## config.mk

```make
export PLATFORM = sky130hd
export DESIGN_NAME = gmii_to_rgmii
export DESIGN_NICKNAME = d
export VERILOG_FILES = /design/src/marble_pkg.sv /design/src/gmii_to_rgmii.sv
export SDC_FILE = /design/constraint.sdc
export NUM_CORES = 1
export LEC_CHECK = 0
export ABC_AREA = 1
export ABC_CLOCK_PERIOD_IN_PS = 800
export BUFFER_PORTS_ARGS = -buffer_cell sky130_fd_sc_hd__buf_4
export CORE_MARGIN = 4
export CORE_UTILIZATION = 35
export DETAILED_ROUTE_END_ITERATION = 8
export SETUP_SLACK_MARGIN = 0.05
export SLEW_MARGIN = 20
export SYNTH_ARGS = -nofsm -noshare
export SYNTH_HDL_FRONTEND = slang
export SYNTH_SLANG_ARGS = --single-unit
```

## constraint.sdc

```tcl
create_clock -name tx_clk -period 0.8 [get_ports tx_clk]
set_input_delay 0 -clock tx_clk [delete_from_list [all_inputs] [get_ports tx_clk]]
set_output_delay 0 -clock tx_clk [all_outputs]
set_load 0.01 [all_outputs]
```

## src/marble_pkg.sv

```systemverilog
// Marble test build shared types
// Beat, descriptor and configuration definitions
package marble_pkg;

	// Minimum idle beats before an echo starts
	localparam int IFG_CYCLES = 12;
	// Byte FIFO and descriptor FIFO depths
	localparam int DATA_DEPTH = 2048;
	localparam int INFO_DEPTH = 16;
	// Heartbeat tap of the free-running counter
	localparam int HB_BITS = 8;
	// Frame length field width
	localparam int LEN_BITS = 11;

	// Echo on, VCXO on
	localparam logic [3:0] CFG_DEFAULT = 4'b0001;

	// SPI register map
	localparam logic [6:0] REG_EXT_CONFIG = 7'd0;
	localparam logic [6:0] REG_LED_VALUE = 7'd1;
	localparam logic [6:0] REG_LED_OVERRIDE = 7'd2;

	// One GMII byte time, en doubles as dv on receive
	typedef struct packed {
		logic [7:0] data;
		logic       en;
		logic       er;
	} gmii_beat_t;

	// Stored frame descriptor
	typedef struct packed {
		logic [LEN_BITS-1:0] len;
		logic                bad;
	} frame_info_t;

	// Register file contents
	typedef struct packed {
		logic [3:0] ext_config;
		logic [7:0] led_value;
		logic       led_override;
	} cfg_t;

endpackage
```

## src/gmii_to_rgmii.sv

```systemverilog
// RGMII to GMII conversion
module gmii_to_rgmii (
	input  logic                   tx_clk,
	input  logic                   rst_n,
	input  marble_pkg::gmii_beat_t tx_beat,
	output marble_pkg::gmii_beat_t rx_beat,
	output logic [3:0]             rgmii_txd,
	output logic                   rgmii_tx_ctl,
	output logic                   rgmii_tx_clk,
	input  logic [3:0]             rgmii_rxd,
	input  logic                   rgmii_rx_ctl
);

	// Transmit beat held for a full period
	logic [7:0] tx_data_q;
	logic       tx_en_q;
	logic       tx_er_q;
	// Receive nibbles, low half from the rising edge
	logic [3:0] rx_lo;
	logic [3:0] rx_hi;
	logic       rx_ctl_lo;
	logic       rx_ctl_hi;
	// Assembled receive beat
	logic [7:0] rx_data_q;
	logic       rx_dv_q;
	logic       rx_er_q;

	always_ff @(posedge tx_clk) begin
		tx_data_q <= tx_beat.data;
		rx_lo <= rgmii_rxd;
		rx_data_q <= {rx_hi, rx_lo};
	end

	always_ff @(posedge tx_clk) begin
		if (!rst_n) begin
			tx_en_q <= 1'b0;
			tx_er_q <= 1'b0;
			rx_ctl_lo <= 1'b0;
			rx_dv_q <= 1'b0;
			rx_er_q <= 1'b0;
		end else begin
			tx_en_q <= tx_beat.en;
			tx_er_q <= tx_beat.er;
			rx_ctl_lo <= rgmii_rx_ctl;
			// Second half of ctl carries dv xor er
			rx_dv_q <= rx_ctl_lo;
			rx_er_q <= rx_ctl_lo ^ rx_ctl_hi;
		end
	end

	// High nibble and second ctl half
	always_ff @(negedge tx_clk) begin
		rx_hi <= rgmii_rxd;
		if (!rst_n) begin
			rx_ctl_hi <= 1'b0;
		end else begin
			rx_ctl_hi <= rgmii_rx_ctl;
		end
	end

	// Nibble mux on clock level
	assign rgmii_txd = tx_clk ? tx_data_q[3:0] : tx_data_q[7:4];
	assign rgmii_tx_ctl = tx_clk ? tx_en_q : (tx_en_q ^ tx_er_q);
	assign rgmii_tx_clk = tx_clk;

	assign rx_beat = '{data: rx_data_q, en: rx_dv_q, er: rx_er_q};

	// Base never flags an error outside a frame
	tx_er_in_frame: assert property (@(posedge tx_clk) disable iff (!rst_n)
		tx_er_q |-> tx_en_q)
		else $error("tx er raised with en low");

endmodule

```

==> results.py, run 1 <==
metrics = {
    "synth": {
        "yosysMostFrequentCell": "dfxtp_1",
        "yosys_warnings": 0,
        "synth_enable_flop_cells": 0,
        "syn_area_um2": 743,
        "synthCells": 64,
        "avgSynthCellArea_um2": 11.6,
        "synth.top_cells.by_count": "30 x dfxtp_1, 20 x nand2_1, 6 x inv_1",
        "ys_types": 8,
        "yosysTopAreaCell": "dfxtp_1",
        "synth.area.top_cells": "dfxtp_1 81%, nand2_1 10%, buf_4 3.0%, inv_1 3.0%, nor2_1 1.0%",
        "yosysTopAreaCellShare_pct": 80.8,
        "synth_flop_cell": "dfxtp_1",
        "synthArstFlopShare_pct": 0,
        "ys_ff_latch": 30,
        "synth_nets": 81,
        "yosysSeqAreaShare_pct": 80.8,
    },
    "run": {
        "maxCapViolations": 0,
    },
    "layout": {
        "fin_area_mm2": 0.00145,
        "area_growth_syn_to_layout_pct": 94.6,
        "antenna_cells": 0,
        "seqCellArea_um2": 621,
        "multi_input_area_um2": 104,
        "final_nets": 148,
        "drive_gt1_share_pct": 57.9,
        "fillers": 134,
    },
    "worst_setup_path": {
        "timing.rr.start": "rx_ctl_hi$_DFF_N_",
        "endpoint_kind": "output pin",
        "path_cells": "clkbuf_16, buf_8, inv_2, nand2_2, nand2_2, nand2_2, inv_2, buf_6",
        "cpMostUsedCell": "nand2_2",
        "path_max_fanout": 4,
        "ff2ff_path_depth": 3,
        "rr_endpoint": "rx_er_q$_SDFF_PN0_",
        "startpoint_type": "clock port",
        "crit_required_ps": 800,
        "path_buf_inv": 5,
        "cp_slowest_cell": "clkbuf_16",
        "cp_top_family": "buffers and inverters",
        "max_stage_delay_ps": 130,
        "rrSetupSlack_ps": -130,
        "worstSetupPathType": "clk2out",
        "worstPathArrival_ps": 960,
    },
    "floorplan": {
        "core.rowCount": 16,
        "start_util_pct": 37.5,
        "chipHeight_um": 54.1,
        "dieArea_mm2": 0.00292,
        "core_area_mm2": 0.00198,
        "io-pin-count": 33,
        "die_w_um": 54.1,
    },
    "sta": {
        "rsz0062_at_grt": "yes",
        "setup_violations": 18,
        "max-slew-margin-rel_pct": 90.0,
        "finalHoldViolations": 0,
        "tightestPinTransition_ps": 149,
        "skew_ps": 90.3,
        "slew_violations": 0,
        "setup_ws_ps": -157,
    },
    "drt": {
        "top_layer_used": "met4",
        "m1WireLength_um": 493,
        "dr.pass1.iters": 1,
        "wl_met2_um": 713,
        "drc_errors": 0,
        "wl_per_cell_um": 9.12,
        "totalWireLength_um": 1460,
        "ant_nets": 0,
        "vias": 627,
        "first_iter_violations": 0,
        "wl_met3_um": 190,
        "vias_per_cell": 3.92,
    },
    "outcome": {
        "violations": "setup timing",
        "status": "complete, but fails checks",
    },
    "clocking": {
        "cts_tree": "done",
        "clkLatencyLatePin_ps": 430,
        "cts.clk_slew.worst_paths_ps": 30,
    },
    "grt": {
        "grt_pass1_vias": 750,
        "grt_overflow": 0,
        "grt_first_pass_wirelength_um": 2540,
        "antenna_found_initial": 0,
        "globalRouteTotalUtil_pct": 13.3,
        "grt_max_degree": 12,
    },
    "pwr": {
        "irDropWorstVdd_v": 0.00294,
        "p_leak_nw": 0.750,
        "powerDensity_mw_per_mm2": 3490,
        "finalPower_w": 0.00505,
    },
    "min_path": {
        "holdPathStages": 1,
        "hp-class": "in2reg",
        "hp-start": "rgmii_rxd[0]",
        "holdPathEnd": "rx_hi[0]$_DFF_N_",
    },
    "place": {
        "place_congestion": 0.583,
        "portBuffers": 32,
        "place_area_um2": 996,
        "hpwl_um": 848,
    },
}
-- kinds of logic after synthesis --
kind of cell | Yosys count | synth area share (%)
buffers and inverters | 10 | 6.56
AND/OR/NAND/NOR | 24 | 12.6
flip-flops | 30 | 80.8
-- flip-flops by register name, summed over array words and instances, names as in the netlist --
signal	count
rx_hi	4
rx_dv_q	1
tx_er_q	1
rx_er_q	1
rx_ctl_lo	1
tx_en_q	1
rx_ctl_hi	1
rx_data_q	8
tx_data_q	8
rx_lo	4
-- stage by stage --
stage	setup WS, ps	hold slack, ps	std cells	setup TNS, ps	util (%)
after floorplan	-125	27.7	64	-125	-
after global placement	-126	91.8	120	-126	50.3
after detailed placement	-139	91.8	120	-139	50.3
after CTS	-208	148	159	-1220	70.7
after global routing	-211	133	160	-1230	73.0
final	-157	156	160	-897	73.0
-- how the worst max path moves through the flow --
stage	from	to	slack (ps)	depth (start not counted)
3_5_place_dp	rx_ctl_hi$_DFF_N_	rx_er_q$_SDFF_PN0_	-140	3
2_1_floorplan	rx_ctl_hi$_DFF_N_	rx_er_q$_SDFF_PN0_	-120	3
5_1_grt	tx_clk	rgmii_tx_ctl	-210	8
3_3_place_gp	rx_ctl_hi$_DFF_N_	rx_er_q$_SDFF_PN0_	-130	3
4_1_cts	tx_clk	rgmii_tx_ctl	-210	8
6_report	tx_clk	rgmii_tx_ctl	-160	8
-- repair_timing --
action,4_1_cts,5_1_grt
resized for setup,20,21
endpoints found under the hold margin,17,1
pin swaps,1,2
setup buffers,1,0
hold buffers,16,1
setup endpoints to repair,33,33
-- layout make-up --
cell class                      count  area share, %
Inverter                            5           1.30
Timing Repair Buffer               43           28.0
Clock buffer                       17           12.7
Clock inverter                     14           5.54
Tap cell                           27           2.34
Sequential cell                    30           42.9
Multi-Input combinational cell     24           7.18
-- layer usage --
metal | GRT usage (%) | vias to the layer above
met3 | 9.97 | 9
li1 | - | 321
met1 | 9.85 | 259
met5 | 0 | -
met4 | 20.7 | 0
met2 | 17.3 | 38
-- cells in the final DEF, fill, tap and decap left out, types with 2 or more instances in the layout --
| master | instances |
|---|---|
| dfxtp_1 | 14 |
| nand2_1 | 18 |
| clkbuf_8 | 2 |
| buf_8 | 2 |
| bufinv_8 | 2 |
| buf_4 | 22 |
| dlygate4sd3_1 | 16 |
| nand2_2 | 3 |
| inv_2 | 12 |
| inv_1 | 5 |
| nor2_1 | 2 |
| dfxtp_2 | 16 |
| buf_6 | 13 |
| clkbuf_4 | 3 |
-- where the power goes --
group | total [W] | leakage [nW] | internal [W] | switching (W)
registers | 0.00161 | 0.254 | 0.00159 | 0.0000280
clock network | 0.00322 | 0.226 | 0.00194 | 0.00128
logic | 0.000212 | 0.270 | 0.000156 | 0.0000564
total | 0.00505 | 0.750 | 0.00368 | 0.00137
Note: power is estimated with default switching activity, not from simulation.
==> run 2: changes to the inputs <==
--- a/config.mk
+++ b/config.mk
@@ -7,7 +7,7 @@
 export LEC_CHECK = 0
 export ABC_AREA = 1
 export ABC_CLOCK_PERIOD_IN_PS = 800
-export BUFFER_PORTS_ARGS = -buffer_cell sky130_fd_sc_hd__buf_4
+export BUFFER_PORTS_ARGS = -buffer_cell sky130_fd_sc_hd__clkbuf_2
 export CORE_MARGIN = 4
 export CORE_UTILIZATION = 35
 export DETAILED_ROUTE_END_ITERATION = 8
==> results.py, run 2 (synthesized netlist as in run 1, its figures left out) <==
metrics = {
    "layout": {
        "area_growth_syn_to_layout_pct": 70.9,
        "reg.largest.list": "rx_data_q x8, tx_data_q x8",
        "final_cell_mix": "22 x dfxtp_1, 20 x nand2_1, 20 x clkbuf_2",
        "final_nets": 148,
        "final_common_cell": "dfxtp_1",
        "antenna_cells": 0,
        "drive_gt1_share_pct": 46.6,
        "layout.cells.non_filler": 160,
    },
    "grt": {
        "grt_max_degree": 10,
        "grt.met3_usage_pct": 11.6,
        "gr-usage-met2_pct": 15.5,
        "globalRouteTotalUtil_pct": 11.9,
        "grt_pass1_vias": 663,
        "grt.busiest_layer": "met4",
        "antenna_found_initial": 0,
        "grtUsageMet1_pct": 7.85,
        "grt_first_pass_wirelength_um": 2210,
        "grt_overflow": 0,
    },
    "worst_setup_path": {
        "cp_top_family": "buffers and inverters",
        "cpMostUsedCell": "nand2_1",
        "path_cells": "clkbuf_16, buf_8, inv_2, nand2_2, nand2_1, nand2_1, inv_1, buf_6",
        "rr_endpoint": "rx_er_q$_SDFF_PN0_",
        "worstSetupPathType": "clk2out",
        "startpoint_type": "clock port",
        "max_stage_delay_ps": 130,
        "path_max_fanout": 4,
        "worstPathArrival_ps": 980,
        "cp_slowest_cell": "clkbuf_16",
        "endpoint_kind": "output pin",
        "startpoint": "tx_clk",
        "ff2ff_path_depth": 3,
        "path_buf_inv": 5,
        "crit_required_ps": 800,
        "cp_num_cells": 8,
        "timing.rr.start": "rx_ctl_hi$_DFF_N_",
        "rrSetupSlack_ps": -110,
    },
    "place": {
        "hpwl_um": 792,
        "place_congestion": 0.619,
        "portBuffers": 32,
        "dpl.cell_count": 121,
    },
    "sta": {
        "finalHoldViolations": 0,
        "rsz0062_at_grt": "yes",
        "slew_violations": 0,
        "setup_ws_ps": -177,
        "setup_violations": 26,
        "finalSetupTns_ps": -1190,
        "tightestPinTransition_ps": 153,
        "skew_ps": 93.6,
        "hold_ws_ps": 157,
        "max-slew-margin-rel_pct": 89.7,
    },
    "pwr": {
        "irDropWorstVdd_v": 0.00267,
        "power.share.sequential_pct": 35.8,
        "p_int_w": 0.00309,
        "pwr-share-comb_pct": 3.5,
        "p_sw_share_pct": 30.8,
        "p_leak_nw": 0.682,
        "p_sw_w": 0.00138,
        "p_clk_share_pct": 60.7,
        "powerDensity_mw_per_mm2": 3520,
    },
    "drt": {
        "ant_nets": 0,
        "vias": 631,
        "vias_per_cell": 3.94,
        "totalWireLength_um": 1430,
        "first_iter_violations": 1,
        "dr.pass1.iters": 3,
        "drc_errors": 0,
        "wl_per_cell_um": 8.91,
    },
    "floorplan": {
        "start_util_pct": 37.5,
        "core_area_mm2": 0.00198,
        "io-pin-count": 33,
        "core.rowCount": 16,
        "chipHeight_um": 54.1,
        "dieArea_mm2": 0.00292,
        "die_w_um": 54.1,
    },
    "run": {
        "maxCapViolations": 0,
    },
    "clocking": {
        "clkLatencyLatePin_ps": 440,
        "cts.clk_slew.worst_paths_ps": 30,
        "cts_tree": "done",
    },
    "min_path": {
        "holdPathEnd": "rx_hi[2]$_DFF_N_",
        "hp-start": "rgmii_rxd[2]",
        "holdPathStages": 1,
        "hp-class": "in2reg",
    },
    "outcome": {
        "status": "complete, but fails checks",
        "violations": "setup timing",
    },
}
run 2: worst reg2reg max path: stages, from the launching register on:
cell     delay [ps]
dfxtp_2         310
nand2_1          40
nand2_1          50
nor2_1           40
run 2: final cells by class:
class                   count  area, um2
inverters                   5       18.8
fillers                   164        712
repair buffers             42        297
flip-flops and latches     30        611
well taps                  27       33.8
clock buffers              17        160
multi-input cells          24       93.8
clock inverters            15       56.3
run 2: layer usage:
layer / wire (um) / vias to the layer above
li1: - / 321
met1: 470 / 269
met2: 728 / 35
met3: 200 / 6
met4: 26 / 0
met5: 0 / -
run 2: worst max-delay path by stage:
stage	end	slack (ps)
global placement	rx_er_q$_SDFF_PN0_	-130
global route	rgmii_tx_ctl	-260
finish	rgmii_tx_ctl	-180
floorplan	rx_er_q$_SDFF_PN0_	-120
CTS	rgmii_tx_ctl	-220
detailed placement	rx_er_q$_SDFF_PN0_	-150
run 2: metrics by stage:
step                area [um2]  power, W  util [%]  setup WS, ps
finish                    1270   0.00447      64.1          -177
global route              1270   0.00478      64.1          -264
global placement           923   0.00235      46.6          -127
detailed placement         923   0.00236      46.6          -146
floorplan                  744   0.00217         -          -125
CTS                       1250   0.00438      63.1          -218
run 2: power by group through the flow:
stage	combinational, W	sequential (W)	clock (W)
floorplan	0.0000223	0.00164	0.000507
global placement	0.0000949	0.00163	0.000630
detailed placement	0.0000971	0.00163	0.000630
CTS	0.000158	0.00160	0.00262
global route	0.000178	0.00161	0.00300
finish	0.000158	0.00160	0.00271
run 2: what timing repair did:
action | in CTS | in global routing
gates resized for setup | 7 | 22
endpoints found under the hold margin | 17 | 0
pin swaps | 0 | 2
endpoints found under the setup margin | 33 | 35
hold buffers | 16 | 0
setup buffers | 2 | 0
==> run 3: changes to the inputs <==
--- a/config.mk
+++ b/config.mk
@@ -8,10 +8,9 @@
 export ABC_AREA = 1
 export ABC_CLOCK_PERIOD_IN_PS = 800
 export BUFFER_PORTS_ARGS = -buffer_cell sky130_fd_sc_hd__clkbuf_2
-export CORE_MARGIN = 4
-export CORE_UTILIZATION = 35
+export CORE_UTILIZATION = 20
 export DETAILED_ROUTE_END_ITERATION = 8
-export SETUP_SLACK_MARGIN = 0.05
+export PLACE_DENSITY_LB_ADDON = 0.15
 export SLEW_MARGIN = 20
 export SYNTH_ARGS = -nofsm -noshare
 export SYNTH_HDL_FRONTEND = slang
==> results.py, run 3 (synthesized netlist as in run 1, its figures left out) <==
metrics = {
    "drt": {
        "drc_errors": 0,
        "totalWireLength_um": 1410,
        "dr.pass1.iters": 2,
        "vias": 631,
        "wl_per_cell_um": 7.79,
        "vias_per_cell": 3.49,
        "first_iter_violations": 9,
        "ant_nets": 0,
    },
    "grt": {
        "grt_pass1_vias": 675,
        "globalRouteTotalUtil_pct": 8.82,
        "grt_overflow": 0,
        "grt_first_pass_wirelength_um": 2330,
        "grt_max_degree": 11,
        "antenna_found_initial": 0,
    },
    "place": {
        "place_congestion": 0.733,
        "place_area_um2": 947,
        "dpl.cell_count": 140,
        "portBuffers": 32,
        "hpwl_um": 840,
        "place_ws_ps": -152,
    },
    "floorplan": {
        "chipHeight_um": 63.0,
        "core_area_mm2": 0.00344,
        "core.rowCount": 21,
        "io-pin-count": 33,
        "start_util_pct": 21.6,
        "die_w_um": 63.0,
        "dieArea_mm2": 0.00396,
    },
    "pwr": {
        "p_leak_nw": 0.736,
        "p_sw_share_pct": 28.0,
        "p_int_w": 0.00395,
        "pwr-share-comb_pct": 3.1,
        "powerDensity_mw_per_mm2": 3870,
        "p_clk_share_pct": 67.5,
        "p_sw_w": 0.00153,
        "irDropWorstVdd_v": 0.00190,
        "power.share.sequential_pct": 29.3,
    },
    "layout": {
        "final_cell_mix": "20 x nand2_1, 20 x dfxtp_1, 19 x clkbuf_2",
        "fin_area_mm2": 0.00142,
        "antenna_cells": 0,
        "drive_gt1_share_pct": 52.6,
        "area_growth_syn_to_layout_pct": 90.6,
        "fin_util_pct": 41.1,
        "reg.largest.list": "rx_data_q x8, tx_data_q x8",
        "fillers": 355,
        "final_nets": 150,
        "layout.cells.non_filler": 181,
    },
    "sta": {
        "max-slew-margin-rel_pct": 93.3,
        "skew_ps": 108,
        "rsz0062_at_grt": "yes",
        "setup_ws_ps": -216,
        "hold_ws_ps": 58.5,
        "slew_violations": 0,
        "setup_violations": 28,
        "finalHoldViolations": 0,
        "tightestPinTransition_ps": 101,
    },
    "worst_setup_path": {
        "startpoint": "tx_clk",
        "rrSetupSlack_ps": -140,
        "endpoint_kind": "output pin",
        "crit_required_ps": 800,
        "worstPathArrival_ps": 1020,
        "startpoint_type": "clock port",
        "ff2ff_path_depth": 3,
        "worstSetupPathType": "clk2out",
        "path_max_fanout": 5,
        "rr_endpoint": "rx_er_q$_SDFF_PN0_",
        "setup.worst_path.end": "rgmii_tx_ctl",
        "timing.rr.start": "rx_ctl_hi$_DFF_N_",
    },
    "outcome": {
        "violations": "setup timing",
        "status": "complete, but fails checks",
    },
    "clocking": {
        "cts_tree": "done",
        "cts.clk_slew.worst_paths_ps": 20,
        "clkLatencyLatePin_ps": 480,
    },
    "min_path": {
        "hp-class": "in2reg",
    },
    "run": {
        "maxCapViolations": 0,
    },
}
run 3: cell count changes in the layout (fill, tap and decap cells not counted), sizes merged:
cell,change
clkbuf,+1
bufinv,+1
inv,-1
buf,+1
run 3: what timing repair did:
item / CTS / global route
gates resized for setup: 5 / 26
endpoints found under the setup margin: 32 / 27
hold endpoints to repair: 17 / 0
setup buffers: 2 / 1
pin swaps: 0 / 3
hold buffers: 16 / 0
run 3: worst min-delay path by stage:
stage | to | startpoint | cells past startpoint | slack (ps)
CTS | rx_hi[3]$_DFF_N_ | rgmii_rxd[3] | 1 | 170
finish | rx_hi[3]$_DFF_N_ | rgmii_rxd[3] | 1 | 60
detailed placement | rgmii_tx_clk | tx_clk | 1 | 100
global route | rx_hi[1]$_DFF_N_ | rgmii_rxd[1] | 1 | 40
global placement | tx_data_q[3]$_DFF_P_ | tx_beat[5] | 1 | 100
floorplan | rx_lo[0]$_DFF_P_ | rgmii_rxd[0] | 0 | 30
run 3: metrics by stage:
stage               setup TNS, ps  total power (W)
floorplan                    -125          0.00217
global placement             -131          0.00235
detailed placement           -152          0.00236
CTS                         -1430          0.00549
global route                -1870          0.00585
finish                      -1260          0.00548
run 3: final cells by class:
type | instances | area [um2] | area share (%)
Clock inverter | 15 | 100 | 7.07
Timing Repair Buffer | 43 | 323 | 22.8
Multi-Input combinational cell | 24 | 93.8 | 6.63
Inverter | 5 | 18.8 | 1.33
Sequential cell | 30 | 613 | 43.3
Clock buffer | 18 | 210 | 14.8
Tap cell | 46 | 57.6 | 4.06
run 3: power by group through the flow:
stage	combinational (W)	clock [W]	sequential, W
2_1_floorplan	0.0000223	0.000507	0.00164
3_3_place_gp	0.0000969	0.000630	0.00163
3_5_place_dp	0.0000984	0.000630	0.00163
4_1_cts	0.000159	0.00372	0.00160
5_1_grt	0.000186	0.00405	0.00161
6_report	0.000171	0.00370	0.00161
run 3: per-layer routing:
metal / track usage [%] / share of wire, % / routed length, um / vias to the layer above
met5: 0 / 0 / 0 / -
met4: 11.9 / 3.5 / 50 / 0
met3: 10.6 / 12 / 164 / 7
met2: 11.2 / 45 / 640 / 31
met1: 5.33 / 39 / 555 / 269
li1: - / - / - / 324
run 3: worst max-delay path, stage by stage:
cell	delay [ps]
clkbuf_16	130
clkbuf_16	150
clkinv_4	40
nand2_2	30
nand2_1	50
nand2_1	50
inv_1	40
buf_2	120
